### config.mk
export PLATFORM = sky130hd
export DESIGN_NAME = instr_mem
export DESIGN_NICKNAME = d
export VERILOG_FILES = /design/src/debug_pkg.sv /design/src/instr_mem.sv
export SDC_FILE = /design/constraint.sdc
export NUM_CORES = 2
export LEC_CHECK = 0
export BUFFER_PORTS_ARGS = -buffer_cell sky130_fd_sc_hd__buf_2
export CAP_MARGIN = 20
export CORE_MARGIN = 2
export CORE_UTILIZATION = 42
export DETAILED_ROUTE_END_ITERATION = 10
export GPL_ROUTABILITY_DRIVEN = 0
export HOLD_SLACK_MARGIN = 0.12
export MAX_ROUTING_LAYER = met4
export PLACE_DENSITY_LB_ADDON = 0.2
export SLEW_MARGIN = 40
export SYNTH_ARGS = -nofsm -noshare
export SYNTH_HDL_FRONTEND = slang
export SYNTH_SLANG_ARGS = --single-unit
### constraint.sdc
create_clock -name i_clock -period 2.29 [get_ports i_clock]
set_input_delay 0.1145 -clock i_clock [delete_from_list [all_inputs] [get_ports i_clock]]
set_output_delay 0.1145 -clock i_clock [all_outputs]
set_load 0.01 [all_outputs]
### src/debug_pkg.sv
package debug_pkg;

    typedef logic [7:0]  byte_t;        // UART byte, instruction memory byte
    typedef logic [31:0] word_t;        // Data word, register value, PC
    typedef logic [7:0]  im_addr_t;
    typedef logic [4:0]  rb_addr_t;
    typedef logic [4:0]  dm_addr_t;

    localparam int CLKS_PER_BIT = 16;
    localparam int DUMP_REGS    = 8;
    localparam int DUMP_WORDS   = 8;

    // Host command bytes
    localparam byte_t CMD_LOAD = 8'h4C;     // 'L'
    localparam byte_t CMD_RUN  = 8'h43;     // 'C'
    localparam byte_t CMD_STEP = 8'h53;     // 'S'

    localparam logic [5:0] OP_ADDI = 6'h08;
    localparam logic [5:0] OP_ADD  = 6'h20;
    localparam logic [5:0] OP_SW   = 6'h2B;
    localparam logic [5:0] OP_LW   = 6'h23;
    localparam logic [5:0] OP_HALT = 6'h3F;

    typedef enum logic [9:0] {
        IDLE      = 10'b00_0000_0001,
        GET_COUNT = 10'b00_0000_0010,
        GET_PROG  = 10'b00_0000_0100,
        RUN       = 10'b00_0000_1000,
        STEP      = 10'b00_0001_0000,
        SEND_PC   = 10'b00_0010_0000,
        SEND_RB   = 10'b00_0100_0000,
        SEND_DM   = 10'b00_1000_0000,
        WAIT_TX   = 10'b01_0000_0000,
        DONE      = 10'b10_0000_0000
    } du_state_t;

endpackage

### src/instr_mem.sv
`timescale 1ns/100ps

module instr_mem (
    input  logic                i_clock,
    input  logic                i_write,
    input  debug_pkg::im_addr_t i_waddr,
    input  debug_pkg::byte_t    i_wdata,
    input  debug_pkg::im_addr_t i_raddr,
    output debug_pkg::word_t    o_word
);
    import debug_pkg::*;

    byte_t mem [2**$bits(im_addr_t)];

    always_ff @(posedge i_clock) begin
        if (i_write)
            mem[i_waddr] <= i_wdata;
    end

    // Little endian word at the aligned address
    assign o_word = {mem[{i_raddr[7:2], 2'd3}],
                     mem[{i_raddr[7:2], 2'd2}],
                     mem[{i_raddr[7:2], 2'd1}],
                     mem[{i_raddr[7:2], 2'd0}]};

endmodule

; ---- Yosys cells after proc, flatten, opt, wreduce, memory -nomap -nowiden
; Memories as Yosys holds them, arrays and structs flattened.
; Cells that the tools add are included.
[op_classes]
order_cmp = 0
n_eq_ne = 0
bitwise_logic = 0
n_shift = 0
n_addsub = 0
muxes = 2
n_div = 0
n_reduce_logical = 0
n_mul = 0
[op_table]
columns = op, count
row1 = 1-bit two-way mux, 2
[word_totals]
n_memories = 1
mem_bits_ro = 0
output_inout_bits = 32
in_bits = 26
latch_bits = 0
word_cells = 3
mem_bits_rw = 2048
reg_bits = 0
[memory_table]
columns = name, depth, word_bits, rd, rd_clocked_by_memory_dff, wr, line
row1 = mem, 256, 8, 4, 0, 1, instr_mem.sv:13  ; byte_t mem [2**$bits(im_addr_t)];

; ---- Longest topological paths before layout
[depth]
word_depth = 2
mapped_depth = 10
mapped_depth_nobuf = 5

; ---- Least setup slack after synthesis
; OpenSTA, ideal clock, no wires.
[synth_path]
path_kind = in2out
startpoint = in i_raddr[2]
endpoint = out o_word[2]
arrival_time_ns = 1.940
required_time_ns = 2.176
slack_ns = 0.235
cell_stages = 7
cell_sequence = buf_6 > buf_4 > buf_2 > mux4_2 > mux4_2 > o22ai_1 > nor2_1
[synth_between]
elab_chain_cells = 1
[synth_lines]
columns = item, line
row1 = "start, declared", instr_mem.sv:8  ; input debug_pkg::im_addr_t i_raddr,
row2 = memory read 256 x 8 bit, --
row3 = "end, declared", instr_mem.sv:9  ; output debug_pkg::word_t o_word
; No other way between the ends.

==> impl_results.md <==
* Status: finished, violations left
* Failing checks: setup timing
* Post-layout minimum cycle time at 3.20 ns
* Comb power frac at 0.066
* Post-synth EDFFs at 2,048
* Initial drt markers at 4,373
* WHS Path Cells at 2
* Clk sink count at 2,048
* Mapped Cells at 3,591
* Sequential group share of total power at 0.523
* Clock share of power at 0.412
* Yosys Warn Count at 0
* Crit end category: output port
* Pre-CTS WS at -1.05 ns
* Net Switching at 17.4 mW
* Critical path type: flip-flop to output port
* Pin count of the biggest net entering global routing at 96
* Largest registers: mem x2048
* Syn nets at 3,617
* Final Cycle Share at 1.40
* WHS Endpoint: mem[48][4]
* CP max-delay cell: mux4_2
* GR Overflow Total at 0
* Hold_sp: i_wdata[4]
* Final HPWL DP at 139 mm
* DIE WIDTH at 438 um
* Cell Chain, Critical Path: mux4_2, mux4_2, a211oi_4, buf_4, a211oi_4, buf_2
* Leak Pwr at 31.3 nW
* CTS max path bufs at 3
* Die Span Y at 438 um
* PwrDens at 822 nW/um2
* Drt first pass iters at 5
* Placed inst area at 88,600 um2
* Vias per std cell at 5.71
* Ys async rst share at 0
* Area grow syn2layout at 21.5%
* Fmax at 0.312 GHz
* Layout cell share with drive strength beyond 1 at 0.388
* Setup violations, final at 32
* Mean Syn Cell Area at 22.0 um2
* Storage cell area at 61,500 um2
* Total CTS buffers at 204
* Initial core utilization at 0.422
* Area occupied by multi-input gates at 17,300 um2
* Vias after detailed routing at 40,400
* Core Region at 188,000 um2
* Gr usage total at 0.227
* First-pass GRT wire length at 303 mm
* CP startpoint kind: flip-flop
* Post-route ant nets at 0
* Worst-Margin Slew at 0.768 ns
* Clk root buf: clkbuf_16
* DIE AREA at 192,000 um2
* Design area at 96,200 um2
* Crit path from: mem[36][3]
* Worst VDD drop at 0.675 mV
* Crit-path max FO at 1
* Worst-path clk slew at 0.06 ns
* DR DRC count at 0
* Vias in the first global route at 40,800
* Avg WL per Cell at 29.7 um
* Slowest stage delay, CP at 0.55 ns
* Data arrival time of the worst path at 3.09 ns
* H-tree depth at 4
* Nets@finish at 4,445
* Biggest register: mem
* MaxCap Viol Count at 0
* #FFs+latches synth at 2,048
* Hold crit path type: input pin to flip-flop
* Final wirelength at 211 mm
* Port Buf Inserts at 55
* Placed cell count at 6,701
* Initial antenna violation count at 6
* Max Slew Vio Count at 0
* CTS tree: done
* # fillers at 14,700
* Non-filler instance count after layout at 7,084
* Unique masters post-synth at 39
* Post-synthesis sequential area ratio at 0.777
* Synth Cell Area at 79,200 um2
* Sw Share at 0.220
* Post-CTS setup buffer count at 0
* RSZ-0062 raised after global routing: true
* Max reg flops at 2,048
* Final worst slack at -0.912 ns
* Internal power contribution at 61.7 mW
* Num ports at 58
* Slew Limit Headroom at 0.487
* Rows at 159
* Final Hold Vio Count at 0
* Top_reg_cell synth: edfxtp_1
* Worst EP required at 2.18 ns
-- cell families after synthesis --
group | Yosys count | share of synthesized area
DFF | 2048 | 0.777
muxes | 638 | 0.163
and+or+nand+nor | 420 | 0.0219
AOI/OAI and AO/OA | 260 | 0.0228
buffers and inverters | 225 | 0.0156
-- per-stage QoR --
| step | power (mW) | TNS (ns) | utilization | hold WS, ns |
|---|---|---|---|---|
| floorplan | 44.2 | 0 | - | 0.213 |
| global placement | 46.9 | -13.99 | 0.472 | 0.596 |
| detailed placement | 47.0 | -14.40 | 0.472 | 0.602 |
| CTS | 79.6 | -20.67 | 0.512 | 0.271 |
| global route | 81.3 | -21.00 | 0.513 | 0.311 |
| finish | 79.1 | -18.81 | 0.513 | 0.308 |
-- what timing repair did --
item | 4_1_cts | 5_1_grt
endpoints found under the hold margin | 1509 | 0
hold buffers | 20 | 0
resized for setup | 156 | 24
gates cloned | 0 | 0
endpoints found under the setup margin | 32 | 54
pin swaps | 52 | 19
-- area by class of cell --
| cell class | instances | share of cell area |
|---|---|---|
| multi-input combinational | 1318 | 0.180 |
| inverter | 5 | 0.000247 |
| timing repair buffer | 842 | 0.0804 |
| clock buffer | 244 | 0.0549 |
| clock inverter | 131 | 0.0125 |
| antenna | 1 | 0.0000260 |
| sequential | 2048 | 0.640 |
| tap | 2495 | 0.0325 |
-- synthesized netlist by cell type (6+ instances only) --
library cell  instances  share of area
buf_4                24         0.0023
o21ai_0               7        0.00044
nand2_1              40         0.0019
buf_1                19        0.00090
nor3_1                6        0.00038
nand3_1              27         0.0017
a221oi_1             17         0.0019
nor2_1              303          0.014
o22ai_1              74         0.0058
buf_6                21         0.0030
buf_2                49         0.0031
mux2_2               37         0.0053
edfxtp_1           2048           0.78
a2111oi_0             8        0.00089
nand2b_1              8        0.00063
a211oi_1             20         0.0019
a22oi_1              58         0.0055
mux4_2              517           0.15
and2_1                6        0.00047
a21oi_1              36         0.0023
o21ai_1               6        0.00038
o221ai_1             21         0.0023
nand4_1               9        0.00071
mux2i_1              84          0.011
nor2b_1              16         0.0013
clkbuf_1            101         0.0048
-- worst max-delay path by stage --
stage | end | slack [ns] | cells after the start
5_1_grt | o_word[3] | -0.98 | 6
2_1_floorplan | o_word[2] | 0.24 | 7
4_1_cts | o_word[3] | -0.98 | 6
3_3_place_gp | o_word[3] | -1.12 | 10
3_5_place_dp | o_word[3] | -1.05 | 10
6_report | o_word[3] | -0.91 | 6
-- metal layers --
metal / vias up / global-route usage / routed length, um
met4: 0 / 0.0513 / 4400
met5: - / - / 0
met2: 1401 / 0.350 / 102000
met1: 21900 / 0.325 / 91900
li1: 16800 / - / -
met3: 263 / 0.0292 / 12700
-- power by group through the flow --
stage | Sequential, mW | Combinational [mW] | Clock (mW)
after detailed placement | 42.1 | 4.86 | 0
after floorplan | 42.1 | 2.08 | 0
after CTS | 41.3 | 5.18 | 33.1
final | 41.3 | 5.19 | 32.6
after global routing | 41.3 | 5.43 | 34.5
after global placement | 42.1 | 4.82 | 0
-- worst max-delay path: cells and delay by family (launching register included) --
family                 cells  cell delay, ns
DFF                        1            0.37
buffers and inverters      2            0.38
AOI/OAI and AO/OA          2            0.44
muxes                      2            1.05
-- placed cells by master (no fill, tap or decap), types with 9 or more instances in the layout --
cell type and instances:
buf_2 24, clkinv_2 50, mux2i_1 80, a22oi_1 55, o22ai_4 15, a21oi_1 27, nand3_1 27, a211oi_4 9
bufinv_16 15, clkbuf_16 205, nor2_4 9, nand2_1 36, buf_12 100, edfxtp_1 2048, mux4_2 517, o22ai_1 47
nand4_1 9, mux2_2 35, o221ai_1 18, a221oi_2 9, clkinv_1 46, buf_4 661, nor2_1 289, dlygate4sd3_1 19
nor2b_1 14, o22ai_2 12, clkbuf_1 39, buf_6 28
Power figures use the tool's default switching activity.
