File: src/debug_pkg.sv
package debug_pkg;

    typedef logic [7:0]  byte_t;        // UART byte, instruction memory byte
    typedef logic [31:0] word_t;        // Data word, register value, PC
    typedef logic [7:0]  im_addr_t;
    typedef logic [4:0]  rb_addr_t;
    typedef logic [4:0]  dm_addr_t;

    localparam int CLKS_PER_BIT = 16;
    localparam int DUMP_REGS    = 8;
    localparam int DUMP_WORDS   = 8;

    // Host command bytes
    localparam byte_t CMD_LOAD = 8'h4C;     // 'L'
    localparam byte_t CMD_RUN  = 8'h43;     // 'C'
    localparam byte_t CMD_STEP = 8'h53;     // 'S'

    localparam logic [5:0] OP_ADDI = 6'h08;
    localparam logic [5:0] OP_ADD  = 6'h20;
    localparam logic [5:0] OP_SW   = 6'h2B;
    localparam logic [5:0] OP_LW   = 6'h23;
    localparam logic [5:0] OP_HALT = 6'h3F;

    typedef enum logic [9:0] {
        IDLE      = 10'b00_0000_0001,
        GET_COUNT = 10'b00_0000_0010,
        GET_PROG  = 10'b00_0000_0100,
        RUN       = 10'b00_0000_1000,
        STEP      = 10'b00_0001_0000,
        SEND_PC   = 10'b00_0010_0000,
        SEND_RB   = 10'b00_0100_0000,
        SEND_DM   = 10'b00_1000_0000,
        WAIT_TX   = 10'b01_0000_0000,
        DONE      = 10'b10_0000_0000
    } du_state_t;

endpackage

File: src/uart_rx.sv
`timescale 1ns/100ps

module uart_rx (
    input  logic             i_clock,
    input  logic             i_reset,
    input  logic             i_rx,
    output debug_pkg::byte_t o_data,
    output logic             o_done
);
    import debug_pkg::*;

    typedef enum logic [1:0] {
        RX_IDLE,
        RX_START,
        RX_DATA,
        RX_STOP
    } rx_state_t;

    rx_state_t                       state;
    logic [1:0]                      sync;
    logic [$clog2(CLKS_PER_BIT)-1:0] tick_cnt;
    logic [2:0]                      bit_cnt;
    byte_t                           shift;
    logic                            mid_bit;

    assign mid_bit = (tick_cnt == CLKS_PER_BIT - 1);

    always_ff @(posedge i_clock) begin
        if (i_reset) begin
            sync     <= 2'b11;          // Idle line is high
            state    <= RX_IDLE;
            tick_cnt <= '0;
            bit_cnt  <= '0;
            o_done   <= 1'b0;
        end else begin
            sync   <= {sync[0], i_rx};
            o_done <= 1'b0;
            case (state)
                RX_IDLE: begin
                    tick_cnt <= '0;
                    if (!sync[1])
                        state <= RX_START;
                end
                RX_START: begin
                    if (tick_cnt == CLKS_PER_BIT / 2 - 1) begin
                        tick_cnt <= '0;
                        bit_cnt  <= '0;
                        state    <= sync[1] ? RX_IDLE : RX_DATA;   // Glitch, not a start bit
                    end else begin
                        tick_cnt <= tick_cnt + 1'b1;
                    end
                end
                RX_DATA: begin
                    tick_cnt <= tick_cnt + 1'b1;
                    if (mid_bit) begin
                        bit_cnt <= bit_cnt + 1'b1;
                        if (bit_cnt == 3'd7)
                            state <= RX_STOP;
                    end
                end
                default: begin
                    tick_cnt <= tick_cnt + 1'b1;
                    if (mid_bit) begin
                        o_done <= sync[1];
                        state  <= RX_IDLE;
                    end
                end
            endcase
        end
    end

    always_ff @(posedge i_clock) begin
        if (state == RX_DATA && mid_bit)
            shift <= {sync[1], shift[7:1]};     // LSB arrives first
        if (state == RX_STOP && mid_bit && sync[1])
            o_data <= shift;
    end

endmodule

File: config.mk
export PLATFORM = sky130hd
export DESIGN_NAME = uart_rx
export DESIGN_NICKNAME = d
export VERILOG_FILES = /design/src/debug_pkg.sv /design/src/uart_rx.sv
export SDC_FILE = /design/constraint.sdc
export NUM_CORES = 1
export LEC_CHECK = 0
export ABC_AREA = 1
export ABC_CLOCK_PERIOD_IN_PS = 3300
export BUFFER_PORTS_ARGS = -buffer_cell sky130_fd_sc_hd__buf_2
export CORE_MARGIN = 3
export CORE_UTILIZATION = 35
export CTS_BUF_LIST = sky130_fd_sc_hd__clkbuf_8 sky130_fd_sc_hd__clkbuf_16
export DETAILED_ROUTE_END_ITERATION = 8
export MAX_ROUTING_LAYER = met4
export PLACE_DENSITY = 0.52
export RECOVER_POWER = 100
export SETUP_SLACK_MARGIN = 0.05
export SLEW_MARGIN = 25
export SYNTH_ARGS = -nofsm -noshare
export SYNTH_HDL_FRONTEND = slang
export SYNTH_SLANG_ARGS = --single-unit
File: constraint.sdc
create_clock -name i_clock -period 3.3 [get_ports i_clock]
set_input_delay 0.66 -clock i_clock [delete_from_list [all_inputs] [get_ports i_clock]]
set_output_delay 0.66 -clock i_clock [all_outputs]
set_load 0.05 [all_outputs]
Yosys cells after proc, flatten, opt, wreduce, memory -nomap -nowiden

Cells that the tools add are included.

Register bits after elaboration: 28
Output and inout bits: 9
Word-level logic and storage cells: 41
Bits of input ports: 3

Multiplexer cells: 12
Add/subtract/negate cells: 2
Eq/ne operators: 10
Reduce and logical (&&, ||, !) cells: 9
Bitwise operators: 1

Operators with widths:

| operator              | count |
|---|---|
| $mux W2               | 6 |
| $ne A2 B2 Y1 const B  | 4 |
| $pmux W4 S2           | 1 |
| $mux W3               | 2 |
| $pmux W2 S3           | 1 |
| $pmux W3 S2           | 1 |
| $reduce_and A5 Y1     | 1 |
| $reduce_or A5 Y1      | 1 |
| $add A4 B1 Y4 const B | 1 |
| $eq A2 B2 Y1 const B  | 2 |
| $eq A4 B3 Y1 const B  | 1 |
| $eq A4 B4 Y1 const B  | 1 |
| $mux W4               | 1 |
| $add A3 B1 Y3 const B | 1 |
| $eq A3 B3 Y1 const B  | 1 |
| $logic_and A1 B1 Y1   | 3 |
| $reduce_and A3 Y1     | 1 |
| $reduce_bool A3 Y1    | 1 |
| $eq A2 B1 Y1 const B  | 1 |
| $logic_not A2 Y1      | 1 |
| $reduce_bool A2 Y1    | 1 |
| $not A1 Y1            | 1 |

Longest topological paths before layout

Depth in word-level cells: 4
Mapped depth: 8

Worst setup path after synthesis

Ideal clock, no wire load.

Path type: register to register
Start point: register tick_cnt[0]
End point: register o_data[0] (enable)
Arrival: 1.162 ns
Path buffers: 0
Cell stages (with the launch flop): 6
Setup slack: 1.767 ns
Cell sequence: dfxtp_1 -> ha_1 -> nand2_2 -> nor2_2 -> nand2_1 -> nor2_1

Longest elaborated chain between the ends: 3

Ends and longest elaborated chain:

| element                           | line          | RTL |
|---|---|---|
| start: declaration                | uart_rx.sv:21 | `logic [$clog2(CLKS_PER_BIT)-1:0] tick_cnt;` |
| start signal: assignment          | uart_rx.sv:50 | `tick_cnt <= tick_cnt + 1'b1;` |
| start signal: assignment          | uart_rx.sv:54 | `tick_cnt <= tick_cnt + 1'b1;` |
| start signal: assignment          | uart_rx.sv:62 | `tick_cnt <= tick_cnt + 1'b1;` |
| $eq A4 B4 Y1                      | uart_rx.sv:26 | `assign mid_bit = (tick_cnt == CLKS_PER_BIT - 1);` |
| $logic_and A1 B1 Y1 (2 in series) | uart_rx.sv:75 | `if (state == RX_STOP && mid_bit && sync[1])` |
| end signal: assignment            | uart_rx.sv:76 | `o_data <= shift;` |
| end: declaration                  | uart_rx.sv:7  | `output debug_pkg::byte_t o_data,` |

Every way passes these cells.
A chain may end at the register's enable or synchronous reset.

Worst setup path after layout

Start point: register tick_cnt[0]
End point: register o_data[1] (enable)

The elaborated chain is that of the path after synthesis.

==> results.env <==
HOLD_CLASS='flip-flop to flip-flop'
TRITONCTS='yes'
TIMING.CRITICAL_PATH.TO_TYPE='flip-flop'
YOSYS_REGISTER_BITS=28
SETUP.REG_TO_REG.WORST_SLACK_PS=1530
MAX_INCR_DELAY_ON_CP_PS=500
WL_PER_CELL_UM=11.2
LAYOUT-DRIVE-GT1-SHARE_PCT=9.48
CTS_REPAIR_RESIZES=0
DETAIL_ROUTE.FIRST_PASS.ITERATIONS=4
CTS.ROOT.BUFFER_CELL='sky130_fd_sc_hd__clkbuf_8'
FLOORPLAN.DIE_AREA_UM2=3940
VDD.IR_DROP.WORST_mV=0.286
CTS_SETUP_BUFFERS=0
LAYOUT.NETS=128
FINAL-MAX-SLEW-VIOLATION-COUNT=0
SLEW-LIMIT-HEADROOM_PCT=57.0
FLOW.AREA_GROWTH_FROM_SYNTHESIS_PCT=14.2
ROWS=19
CRITICAL_PATH.MAX_FANOUT=8
TIMING.FINAL.CRIT_PERIOD_PS=1770
FIN_CRIT_SH_PCT=53.7
PATH_CLASS='flip-flop to flip-flop'
DP.FINAL_HPWL_MM=1.29
CRITICAL_PATH.SLOWEST_CELL='sky130_fd_sc_hd__nor2_1'
ROUTED_WIRELENGTH_MM=1.78
SYNTHESIZED_NET_COUNT=112
FLOORPLAN.INITIALDENSITY_PCT=38.9
ANTENNA_CELLS_INSERTED=0
DRC_VIOLATION_COUNT_AFTER_ROUTING=0
POST_SYNTH_INST_COUNT=101
CRIT_CHAIN='ha_1 -> nand2_2 -> nor2_1 -> nand2_1 -> nor2_1'
CELLLEAKAGEPOWER_nW=0.487
GRT_START_MAX_NET_PINS=17
CLK_PATH_BUF_DEPTH=2
FIRST_GLOBAL_VIAS=732
DRT-INITIAL-DRC-COUNT=28
DIE_HEIGHT_UM=62.8
TOTAL_POWER_OF_THE_FINAL_LAYOUT_mW=0.779
GRT_ANTENNA_BEFORE_REPAIR=0
MAXCAPVIOLCOUNT=0
WORSTREG2REGSTART='tick_cnt[0]'
HOLD_VIOL=0
YOSYS_WARN_COUNT=0
CLOCK_PIN_SLEW_REPORTED_FOR_THE_WORST_SETUP_AND_HOLD_PATHS_AFTER_CLOCK_TREE_SYNTHESIS_PS=100
ANT_NETS=0
PLACE_WS_PS=1560
FINAL.SETUP.WORST_SLACK_PS=1530
FLOORPLAN.DIE.WIDTH_UM=62.8
IOPINCOUNT=12
TIMING.CRITICAL_PATH.REQUIRED_PS=3210
YS_TOP_CELLS_BY_AREA='sky130_fd_sc_hd__edfxtp_1 (43%), sky130_fd_sc_hd__dfxtp_1 (21%), sky130_fd_sc_hd__ha_1 (8.9%)'
PATH_COMMON_CELL='sky130_fd_sc_hd__nor2_1'
RSZ_0062_RAISED_AFTER_GLOBAL_ROUTING='no'
CRIT_ARRIVAL_PS=1680
SYNTH_CELL_TYPES=23
CTSHTREEMAXLEVEL=1
SYNTHDOMINANTAREACELLTYPE='sky130_fd_sc_hd__edfxtp_1'
IO_BUFFERS=11
WORST_R2R_ENDPOINT='o_data[1]'
WORST_SETUP_PATH_STARTPOINT='tick_cnt[0]'
TIMING.SETUP.TNS_PS=0
MAXIMUM_CLOCK_SKEW_AT_FINAL_LAYOUT_PS=7.29
SYNTH.YOSYS.SEQ_AREA_SHARE_PCT=63.9
TOP_CELL_TYPE_S_SHARE_OF_SYNTHESIZED_AREA_PCT=42.6
NUMCTSBUFFERS=3
MAXCLOCKFREQUENCY_MHz=565
CORE_AREA_UM2=2900
POST_SYNTH.CELL_AREA_AVG_UM2=11.2
CRIT_PATH_END='o_data[1]'
PLACE_CONGESTION=0.763
REG2REG_DEPTH=5
SETUP_VIOL=0
CLOCK_SINKS=28
MAPPED_AREA_UM2=1130
WORSTMARGINPINSLEW_PS=638
FIRST_PASS_GRT_WIRE_LENGTH_MM=3.20
POWERDENSITY_nW_PER_UM2=604
CLK-INSERTION-DELAY-LATE_PS=270
STATUS='completed'
GRT-OVFL-TOTAL=0
GROUTE.USAGE.OVERALL_PCT=10.7
VIA_PER_INST=4.54
VIA_COUNT=718
WORSTSETUPSTARTPOINTTYPE='flip-flop'
WHS_PATH_DEPTH=1
HOLDBUFCOUNTCTS=0
==> layer usage <==
layer	track usage, %	vias to the layer above	part of all wire (%)
li1	-	372	-
met1	13.6	331	52
met2	15.8	11	43
met3	2.70	4	3.7
met4	4.96	0	1.4
met5	-	-	0
==> how the worst min path moves through the flow <==
stage,startpoint,endpoint
after floorplan,sync[0],sync[1]
after detailed placement,sync[0],sync[1]
after global placement,sync[0],sync[1]
final,sync[0],sync[1]
after CTS,sync[0],sync[1]
after global routing,sync[0],sync[1]
==> registers in the layout, summed over array words and instances, names as in the netlist <==
name      count
sync          2
state         2
shift         8
tick_cnt      4
bit_cnt       3
o_data        8
o_done        1
==> logic make-up (layout without fill, tap and decap cells) <==
family                   after synthesis  in the layout  synth area share (%)
adder cells (fa/ha/maj)                8              8                  8.87
AO/OA/AOI/OAI                         14             14                  7.32
buffers and inverters                 11             26                  3.66
AND/OR/NAND/NOR                       40             40                  16.3
flip-flops                            28             28                  63.9
==> Yosys cell counts (all sizes together) <==
library cell	n
edfxtp	16
nand2	15
dfxtp	12
inv	11
nor2	11
ha	8
nand3	8
a21oi	6
o21ai	5
or2	3
a21boi	1
a31oi	1
nand4	1
nor3	1
nor4	1
o22ai	1
==> final cells by class <==
cell class	instances	area, µm²
Fill cell	309	1610
Sequential cell	28	721
Multi-Input combinational cell	62	360
Tap cell	42	52.6
Timing Repair Buffer	11	42.5
Clock buffer	3	41.3
Inverter	11	41.3
Clock inverter	1	30.0
==> power breakdown <==
| part | switching (mW) | internal, mW | leakage, nW |
|---|---|---|---|
| sequential | 0.0160 | 0.384 | 0.241 |
| combinational | 0.0713 | 0.0422 | 0.210 |
| clock | 0.103 | 0.162 | 0.0357 |
| total | 0.190 | 0.588 | 0.487 |
==> layout by cell type, fill, tap and decap left out, drive strengths merged <==
cell and n:
inv 11, o22ai 1, nand4 1, nor4 1
or2 3, ha 8, clkbuf 13, edfxtp 16
nor2 11, o21ai 5, buf 1, dfxtp 12
a31oi 1, bufinv 1, a21oi 6, a21boi 1
nand2 15, nand3 8, nor3 1
==> worst max-delay path, delay by kind of cell, from the launching register on <==
family,cells,cell delay (ps)
adders and majority gates,1,230
DFF,1,360
and+or+nand+nor,4,810
==> per-stage QoR <==
step	instances	util, %	hold slack [ps]	instance area, µm²
floorplan	101	-	389	1130
global route	158	44.4	438	1290
detailed placement	154	42.6	397	1240
global placement	154	42.6	396	1240
CTS	158	45.1	419	1310
finish	158	44.4	415	1290
(Power assumes the default switching activity.)
