[config.mk]
export PLATFORM = sky130hd
export DESIGN_NAME = debug_unit
export DESIGN_NICKNAME = d
export VERILOG_FILES = /design/src/debug_pkg.sv /design/src/debug_unit.sv
export SDC_FILE = /design/constraint.sdc
export NUM_CORES = 1
export LEC_CHECK = 0
export ABC_AREA = 0
export BUFFER_PORTS_ARGS = -buffer_cell sky130_fd_sc_hd__buf_2
export CAP_MARGIN = 10
export CORE_MARGIN = 2
export CORE_UTILIZATION = 52
export CTS_BUF_LIST = sky130_fd_sc_hd__clkbuf_8
export CTS_CLUSTER_SIZE = 10
export DETAILED_ROUTE_END_ITERATION = 10
export PLACE_DENSITY = 0.88
export SYNTH_ARGS = -nofsm -noshare
export SYNTH_HDL_FRONTEND = slang
export SYNTH_SLANG_ARGS = --single-unit
[constraint.sdc]
create_clock -name i_clock -period 3.9 [get_ports i_clock]
set_input_delay 0.78 -clock i_clock [delete_from_list [all_inputs] [get_ports i_clock]]
set_output_delay 0.78 -clock i_clock [all_outputs]
set_load 0.02 [all_outputs]
[src/debug_pkg.sv]
package debug_pkg;

    typedef logic [7:0]  byte_t;        // UART byte, instruction memory byte
    typedef logic [31:0] word_t;        // Data word, register value, PC
    typedef logic [7:0]  im_addr_t;
    typedef logic [4:0]  rb_addr_t;
    typedef logic [4:0]  dm_addr_t;

    localparam int CLKS_PER_BIT = 16;
    localparam int DUMP_REGS    = 8;
    localparam int DUMP_WORDS   = 8;

    // Host command bytes
    localparam byte_t CMD_LOAD = 8'h4C;     // 'L'
    localparam byte_t CMD_RUN  = 8'h43;     // 'C'
    localparam byte_t CMD_STEP = 8'h53;     // 'S'

    localparam logic [5:0] OP_ADDI = 6'h08;
    localparam logic [5:0] OP_ADD  = 6'h20;
    localparam logic [5:0] OP_SW   = 6'h2B;
    localparam logic [5:0] OP_LW   = 6'h23;
    localparam logic [5:0] OP_HALT = 6'h3F;

    typedef enum logic [9:0] {
        IDLE      = 10'b00_0000_0001,
        GET_COUNT = 10'b00_0000_0010,
        GET_PROG  = 10'b00_0000_0100,
        RUN       = 10'b00_0000_1000,
        STEP      = 10'b00_0001_0000,
        SEND_PC   = 10'b00_0010_0000,
        SEND_RB   = 10'b00_0100_0000,
        SEND_DM   = 10'b00_1000_0000,
        WAIT_TX   = 10'b01_0000_0000,
        DONE      = 10'b10_0000_0000
    } du_state_t;

endpackage

[src/debug_unit.sv]
`timescale 1ns/100ps

module debug_unit (
    input  logic                 i_clock,
    input  logic                 i_reset,
    input  debug_pkg::byte_t     i_rx_data,
    input  logic                 i_rx_done,
    input  logic                 i_tx_done,
    input  logic                 i_hlt,
    input  debug_pkg::word_t     i_pc,
    input  debug_pkg::word_t     i_rb_data,
    input  debug_pkg::word_t     i_dm_data,
    output debug_pkg::byte_t     o_tx_data,
    output logic                 o_tx_start,
    output logic                 o_im_write,
    output debug_pkg::im_addr_t  o_im_addr,
    output debug_pkg::byte_t     o_im_data,
    output debug_pkg::rb_addr_t  o_rb_addr,
    output debug_pkg::dm_addr_t  o_dm_addr,
    output logic                 o_cpu_enable,
    output logic                 o_cpu_reset,
    output debug_pkg::du_state_t o_state
);
    import debug_pkg::*;

    du_state_t  state;
    logic [9:0] prog_left;      // Program bytes still expected
    logic [4:0] word_idx;       // PC, then registers, then memory words
    logic [1:0] byte_idx;
    logic       last_byte;
    word_t      dump_word;

    function automatic du_state_t send_state(input logic [4:0] idx);
        if (idx == 5'd0)
            return SEND_PC;
        else if (idx <= 5'(DUMP_REGS))
            return SEND_RB;
        else
            return SEND_DM;
    endfunction

    assign last_byte = (byte_idx == 2'd3) && (word_idx == 5'(DUMP_REGS + DUMP_WORDS));

    always_ff @(posedge i_clock) begin
        if (i_reset) begin
            state      <= IDLE;
            prog_left  <= '0;
            word_idx   <= '0;
            byte_idx   <= '0;
            o_im_write <= 1'b0;
            o_im_addr  <= '0;
        end else begin
            o_im_write <= 1'b0;
            if (o_im_write)
                o_im_addr <= o_im_addr + 1'b1;
            case (state)
                IDLE: begin
                    word_idx <= '0;
                    byte_idx <= '0;
                    if (i_rx_done) begin
                        case (i_rx_data)
                            CMD_LOAD: state <= GET_COUNT;
                            CMD_RUN:  state <= RUN;
                            CMD_STEP: state <= STEP;
                            default:  state <= IDLE;
                        endcase
                    end
                end
                GET_COUNT: begin
                    o_im_addr <= '0;
                    if (i_rx_done) begin
                        prog_left <= {i_rx_data, 2'b00};   // Four bytes per instruction
                        state     <= (i_rx_data == '0) ? DONE : GET_PROG;
                    end
                end
                GET_PROG: begin
                    if (i_rx_done) begin
                        o_im_write <= 1'b1;
                        prog_left  <= prog_left - 1'b1;
                        if (prog_left == 10'd1)
                            state <= DONE;
                    end
                end
                RUN: begin
                    if (i_hlt)
                        state <= SEND_PC;
                end
                STEP: begin
                    state <= SEND_PC;
                end
                SEND_PC, SEND_RB, SEND_DM: begin
                    state <= WAIT_TX;
                end
                WAIT_TX: begin
                    if (i_tx_done) begin
                        byte_idx <= byte_idx + 1'b1;
                        if (last_byte) begin
                            state <= IDLE;
                        end else if (byte_idx == 2'd3) begin
                            word_idx <= word_idx + 1'b1;
                            state    <= send_state(word_idx + 1'b1);
                        end else begin
                            state <= send_state(word_idx);
                        end
                    end
                end
                default: state <= IDLE;     // DONE lasts one cycle
            endcase
        end
    end

    always_ff @(posedge i_clock) begin
        if (state == GET_PROG && i_rx_done)
            o_im_data <= i_rx_data;
    end

    assign o_state      = state;
    assign o_cpu_enable = (state == RUN) || (state == STEP);
    assign o_cpu_reset  = (state == DONE);
    assign o_tx_start   = (state == SEND_PC) || (state == SEND_RB) || (state == SEND_DM);

    // Dump read addresses follow the word index
    assign o_rb_addr = word_idx - 5'd1;
    assign o_dm_addr = word_idx - 5'(DUMP_REGS + 1);

    assign dump_word = (state == SEND_PC) ? i_pc :
                       (state == SEND_RB) ? i_rb_data : i_dm_data;
    assign o_tx_data = dump_word[{byte_idx, 3'b000} +: 8];     // LSB first

endmodule

### Word-level counts from Yosys, hierarchy flattened

Index checks and enable logic that the tools add are counted.

* register bits: 44
* latch bits: 0
* memory bits (writable): 0
* ROM bits: 0
* input bits: 109
* word-level logic and storage cells: 85
* memories kept: 0

* add/subtract/negate cells: 6
* multiply operators: 0
* divide/modulo/power cells: 0
* magnitude comparators: 2
* equal/unequal tests: 24
* shift-type cells: 1
* multiplexer cells: 27
* bitwise gates (word level): 1
* reductions and logical operators: 17

Operators by type and width (count)
* $mux W10: 11
* $pmux W10 S7: 1
* $mux W32: 2
* $mux W8: 4
* $shiftx A32 B6 Y8: 1
* $eq A8 B7 Y1 const B: 3
* $eq A10 B1 Y1 const B: 2
* $pmux W10 S2: 1
* $ne A2 B2 Y1 const B: 8
* $mux W5: 3
* $pmux W5 S3: 1
* $eq A10 B10 Y1 const B: 1
* $eq A10 B2 Y1 const B: 1
* $eq A10 B3 Y1 const B: 1
* $eq A10 B4 Y1 const B: 1
* $eq A10 B5 Y1 const B: 1
* $eq A10 B6 Y1 const B: 1
* $eq A10 B7 Y1 const B: 1
* $eq A10 B8 Y1 const B: 1
* $eq A10 B9 Y1 const B: 1
* $le A5 B4 Y1 const B: 2
* $logic_not A5 Y1: 2
* $pmux W5 S2: 1
* $sub A10 B1 Y10 const B: 1
* other kinds (21): 26

### Longest topological paths before layout

* word-level depth: 8
* mapped depth: 8
* gate-level depth less buffers: 7

### Worst setup path before layout

OpenSTA, ideal clock, no wires.

* path type: register to output
* start: register state[3] (netlist: o_state[3])
* end: output port o_tx_data[0]
* data arrival time: 1928 ps
* data required time: 3120 ps
* setup slack: 1192 ps
* cell stages (with the launch flop): 8
* cell sequence: dfxtp_1 > buf_4 > nor4_4 > nand3_2 > buf_2 > mux4_2 > mux2i_1 > a21oi_1

* cells in the longest elaborated chain, start to end: 4
* elaborated cells on any way between the ends: 5

Ends and longest elaborated chain
* start, declared: RTL line debug_unit.sv:26 `du_state_t state;`
* start signal, assigned: RTL line debug_unit.sv:73 `state <= (i_rx_data == '0) ? DONE : GET_PROG;`
* start signal, assigned: RTL line debug_unit.sv:101 `state <= send_state(word_idx + 1'b1);`
* start signal, assigned: RTL line debug_unit.sv:103 `state <= send_state(word_idx);`
* $eq A10 B7 Y1: RTL line debug_unit.sv:127 `(state == SEND_RB) ? i_rb_data : i_dm_data;`
* $mux W32: RTL line debug_unit.sv:127
* $mux W32 (*): RTL line debug_unit.sv:126 `assign dump_word = (state == SEND_PC) ? i_pc :`
* $shiftx A32 B6 Y8 (*): RTL line debug_unit.sv:128 `assign o_tx_data = dump_word[{byte_idx, 3'b000} +: 8];`
* end, declared: RTL line debug_unit.sv:13 `output debug_pkg::byte_t o_tx_data,`

Every way passes the cells marked *; elsewhere a longest branch is shown, timed or not.

### Final worst setup path

* start: register state[2] (netlist: o_state[2])
* end: output port o_tx_data[5]

The elaborated chain is that of the path after synthesis.

==> impl_metrics.env <==
export IMPL_status="completed"
export IMPL_fill_cells=509
export IMPL_n_antenna_cell=0
export IMPL_hp_class="reg2reg"
export IMPL_synth_nets=487
export IMPL_fin_skew_ns=0.00707
export IMPL_ys_seq_area_share_pct=28.8
export IMPL_required_ns=3.12
export IMPL_ys_async_sr_fraction_pct=0
export IMPL_antenna_left=0
export IMPL_yosysTopAreaCell="dfxtp_1"
export IMPL_cts_buffer_depth=2
export IMPL_vias=3525
export IMPL_worst_path_largest_cell_delay_ns=0.58
export IMPL_avgSynthCellArea_um2=9.02
export IMPL_synth_flop_cell="dfxtp_1"
export IMPL_drt_wl_total_um=9780
export IMPL_end_kind="primary output"
export IMPL_clkSlewWorstSetupHoldPaths_ns=0.09
export IMPL_cts_sinks=44
export IMPL_min_period_over_period_pct=90.9
export IMPL_setup_viol=0
export IMPL_met3_length_um=859
export IMPL_cp_cell_sequence="nor4_4 -> nand3_2 -> mux2_4 -> a221o_1 -> buf_2"
export IMPL_final_min_clock_period_ns=3.54
export IMPL_p_leak_uw=0.00184
export IMPL_clock_fmax_ghz=0.282
export IMPL_globalplace_congestion=0.914
export IMPL_yosys_top_cells_count="dfxtp_1, nor2_1, nand2_1"
export IMPL_top_layer_used="met4"
export IMPL_die_h_um=84.1
export IMPL_worstHoldStart="prog_left[6]$_SDFFE_PP0P_"
export IMPL_cts_resized=0
export IMPL_rsz0062_at_grt="false"
export IMPL_drv_cap=0
export IMPL_chipWidth_um=84.1
export IMPL_worstPathArrival_ns=2.76
export IMPL_start_util_pct=53.1
export IMPL_vias_per_cell=6.01
export IMPL_worstPathMaxFanout=22
export IMPL_core_area_um2=6280
export IMPL_htree_levels=2
export IMPL_drt_first_iter_violations=191
export IMPL_dieArea_um2=7070
export IMPL_ctsHoldBuffers=0
export IMPL_grt_pass1_wl_um=15100
export IMPL_cts_buffers=5
export IMPL_met2_length_um=4980
export IMPL_grt_overflow_total=0
export IMPL_grt_max_degree=28
export IMPL_fp_row_count=29
export IMPL_antenna_found_initial=0
export IMPL_synth_edf_count=8
export IMPL_io_pins=157
export IMPL_drc=0
export IMPL_met1_length_um=3480
export IMPL_port_buffers=156
export IMPL_wire_per_inst_um=16.7
export IMPL_r2r_start="o_state[2]$_SDFFE_PP0P_"
export IMPL_setup_ws_ns=0.355
export IMPL_final_nets=626
export IMPL_relSlewSlack_pct=46.9
export IMPL_clock_latency_ns=0.31
export IMPL_startpoint="o_state[2]$_SDFFE_PP0P_"
export IMPL_drive_above_1_share_pct=39.8
export IMPL_root_buffer="clkbuf_8"
export IMPL_first_global_vias=3294
export IMPL_worst_pin_slew_ns=0.795
export IMPL_synth_cells=370
export IMPL_hpwl_um=7620
export IMPL_synth_area_leaders="dfxtp_1, mux4_2, edfxtp_1, nor2_1, a21oi_1"
export IMPL_slew_violations=0
export IMPL_yosys_warnings=0
export IMPL_synth_top_area_share_pct=21.6
export IMPL_critPathLaunchType="flop"
export IMPL_syn_cell_area_um2=3340
export IMPL_grt_use_total_pct=26.2
export IMPL_detail_route_first_pass_iterations=5
export IMPL_post_cts_repair_setup_buffers=0
export IMPL_slowest_stage="nand3_2"
export IMPL_critical_path_class="reg2out"
export IMPL_tns_ns=0
export IMPL_hold_viol_final=0
export IMPL_cts_tree="done"
export IMPL_dp_slack_ns=0.704
export IMPL_synth_seq_cells=44
export IMPL_synth_distinct_cells=61
export IMPL_area_growth_pct=25.9
export IMPL_power_per_cell_area_nw_per_um2=223
export IMPL_ir_drop_uv=211
-- area by class of cell --
class | count | area [um^2] | share of cell area (%)
clock buffer | 5 | 68.8 | 1.64
multi-input combinational | 282 | 2160 | 51.5
inverter | 17 | 63.8 | 1.52
clock inverter | 3 | 42.5 | 1.01
sequential | 44 | 961 | 22.9
timing repair buffer | 159 | 803 | 19.1
tap | 77 | 96.3 | 2.29
-- placed cells by master (no fill, tap or decap), types with 9 or more instances in the layout --
master,Yosys,final
nor2_1,36,36
inv_1,17,17
a21oi_1,22,22
nand2_1,29,29
xnor2_1,10,10
nand3_1,11,11
mux2i_1,10,10
buf_2,7,156
mux4_2,18,18
nand4_1,12,12
dfxtp_1,36,36
o21ai_0,9,9
-- critical path, delay by kind of cell, from the launching register on --
family / cells / cell delay [ns]
compound gates: 1 / 0.35
buf+inv: 1 / 0.16
flops: 1 / 0.43
mux: 1 / 0.50
simple gates: 2 / 1.01
-- where the power goes --
part           switching [uW]  total (uW)  leakage, uW  internal (uW)
clock network             167         356    0.0000541            190
registers               0.420         462     0.000362            462
logic                    50.0         116      0.00143           66.1
total                     217         934      0.00184            717
-- through the flow --
step	cells	util (%)	hold WS (ns)	area, um^2	total power (uW)
finish	587	66.9	0.510	4200	934
CTS	587	66.9	0.503	4200	935
floorplan	370	-	0.467	3340	518
detailed placement	579	65.1	0.489	4090	587
global route	587	66.9	0.534	4200	960
global placement	579	65.1	0.480	4090	583
-- cell families after synthesis --
family	count (synthesis)	synth area share, %
buffers and inverters	44	6.34
adder cells (fa/ha/maj)	8	3.00
AO/OA/AOI/OAI	69	13.7
XOR/XNOR	18	4.73
multiplexers	35	17.9
AND/OR/NAND/NOR	152	25.5
flip-flops	44	28.8
-- final timing paths --
path	end	slack, ns	cells after the start
worst max-delay path	o_tx_data[5]	0.36	5
worst min-delay path	prog_left[6]$_SDFFE_PP0P_	0.51	2
worst max register to register	o_im_data[0]$_DFFE_PP_	1.49	4
worst min register to register	prog_left[6]$_SDFFE_PP0P_	0.51	2
-- metal layers --
metal,track usage [%],vias to the layer above
met5,0,-
met2,47.8,214
met4,12.2,0
met3,5.54,48
li1,-,1653
met1,28.7,1610
-- flip-flops by register name (all words and copies together), names as in the netlist --
signal / cells
byte_idx: 2
o_im_addr: 8
o_im_data: 8
o_im_write: 1
o_state: 10
prog_left: 10
word_idx: 5
No activity file was read; power rests on OpenSTA's default activity.
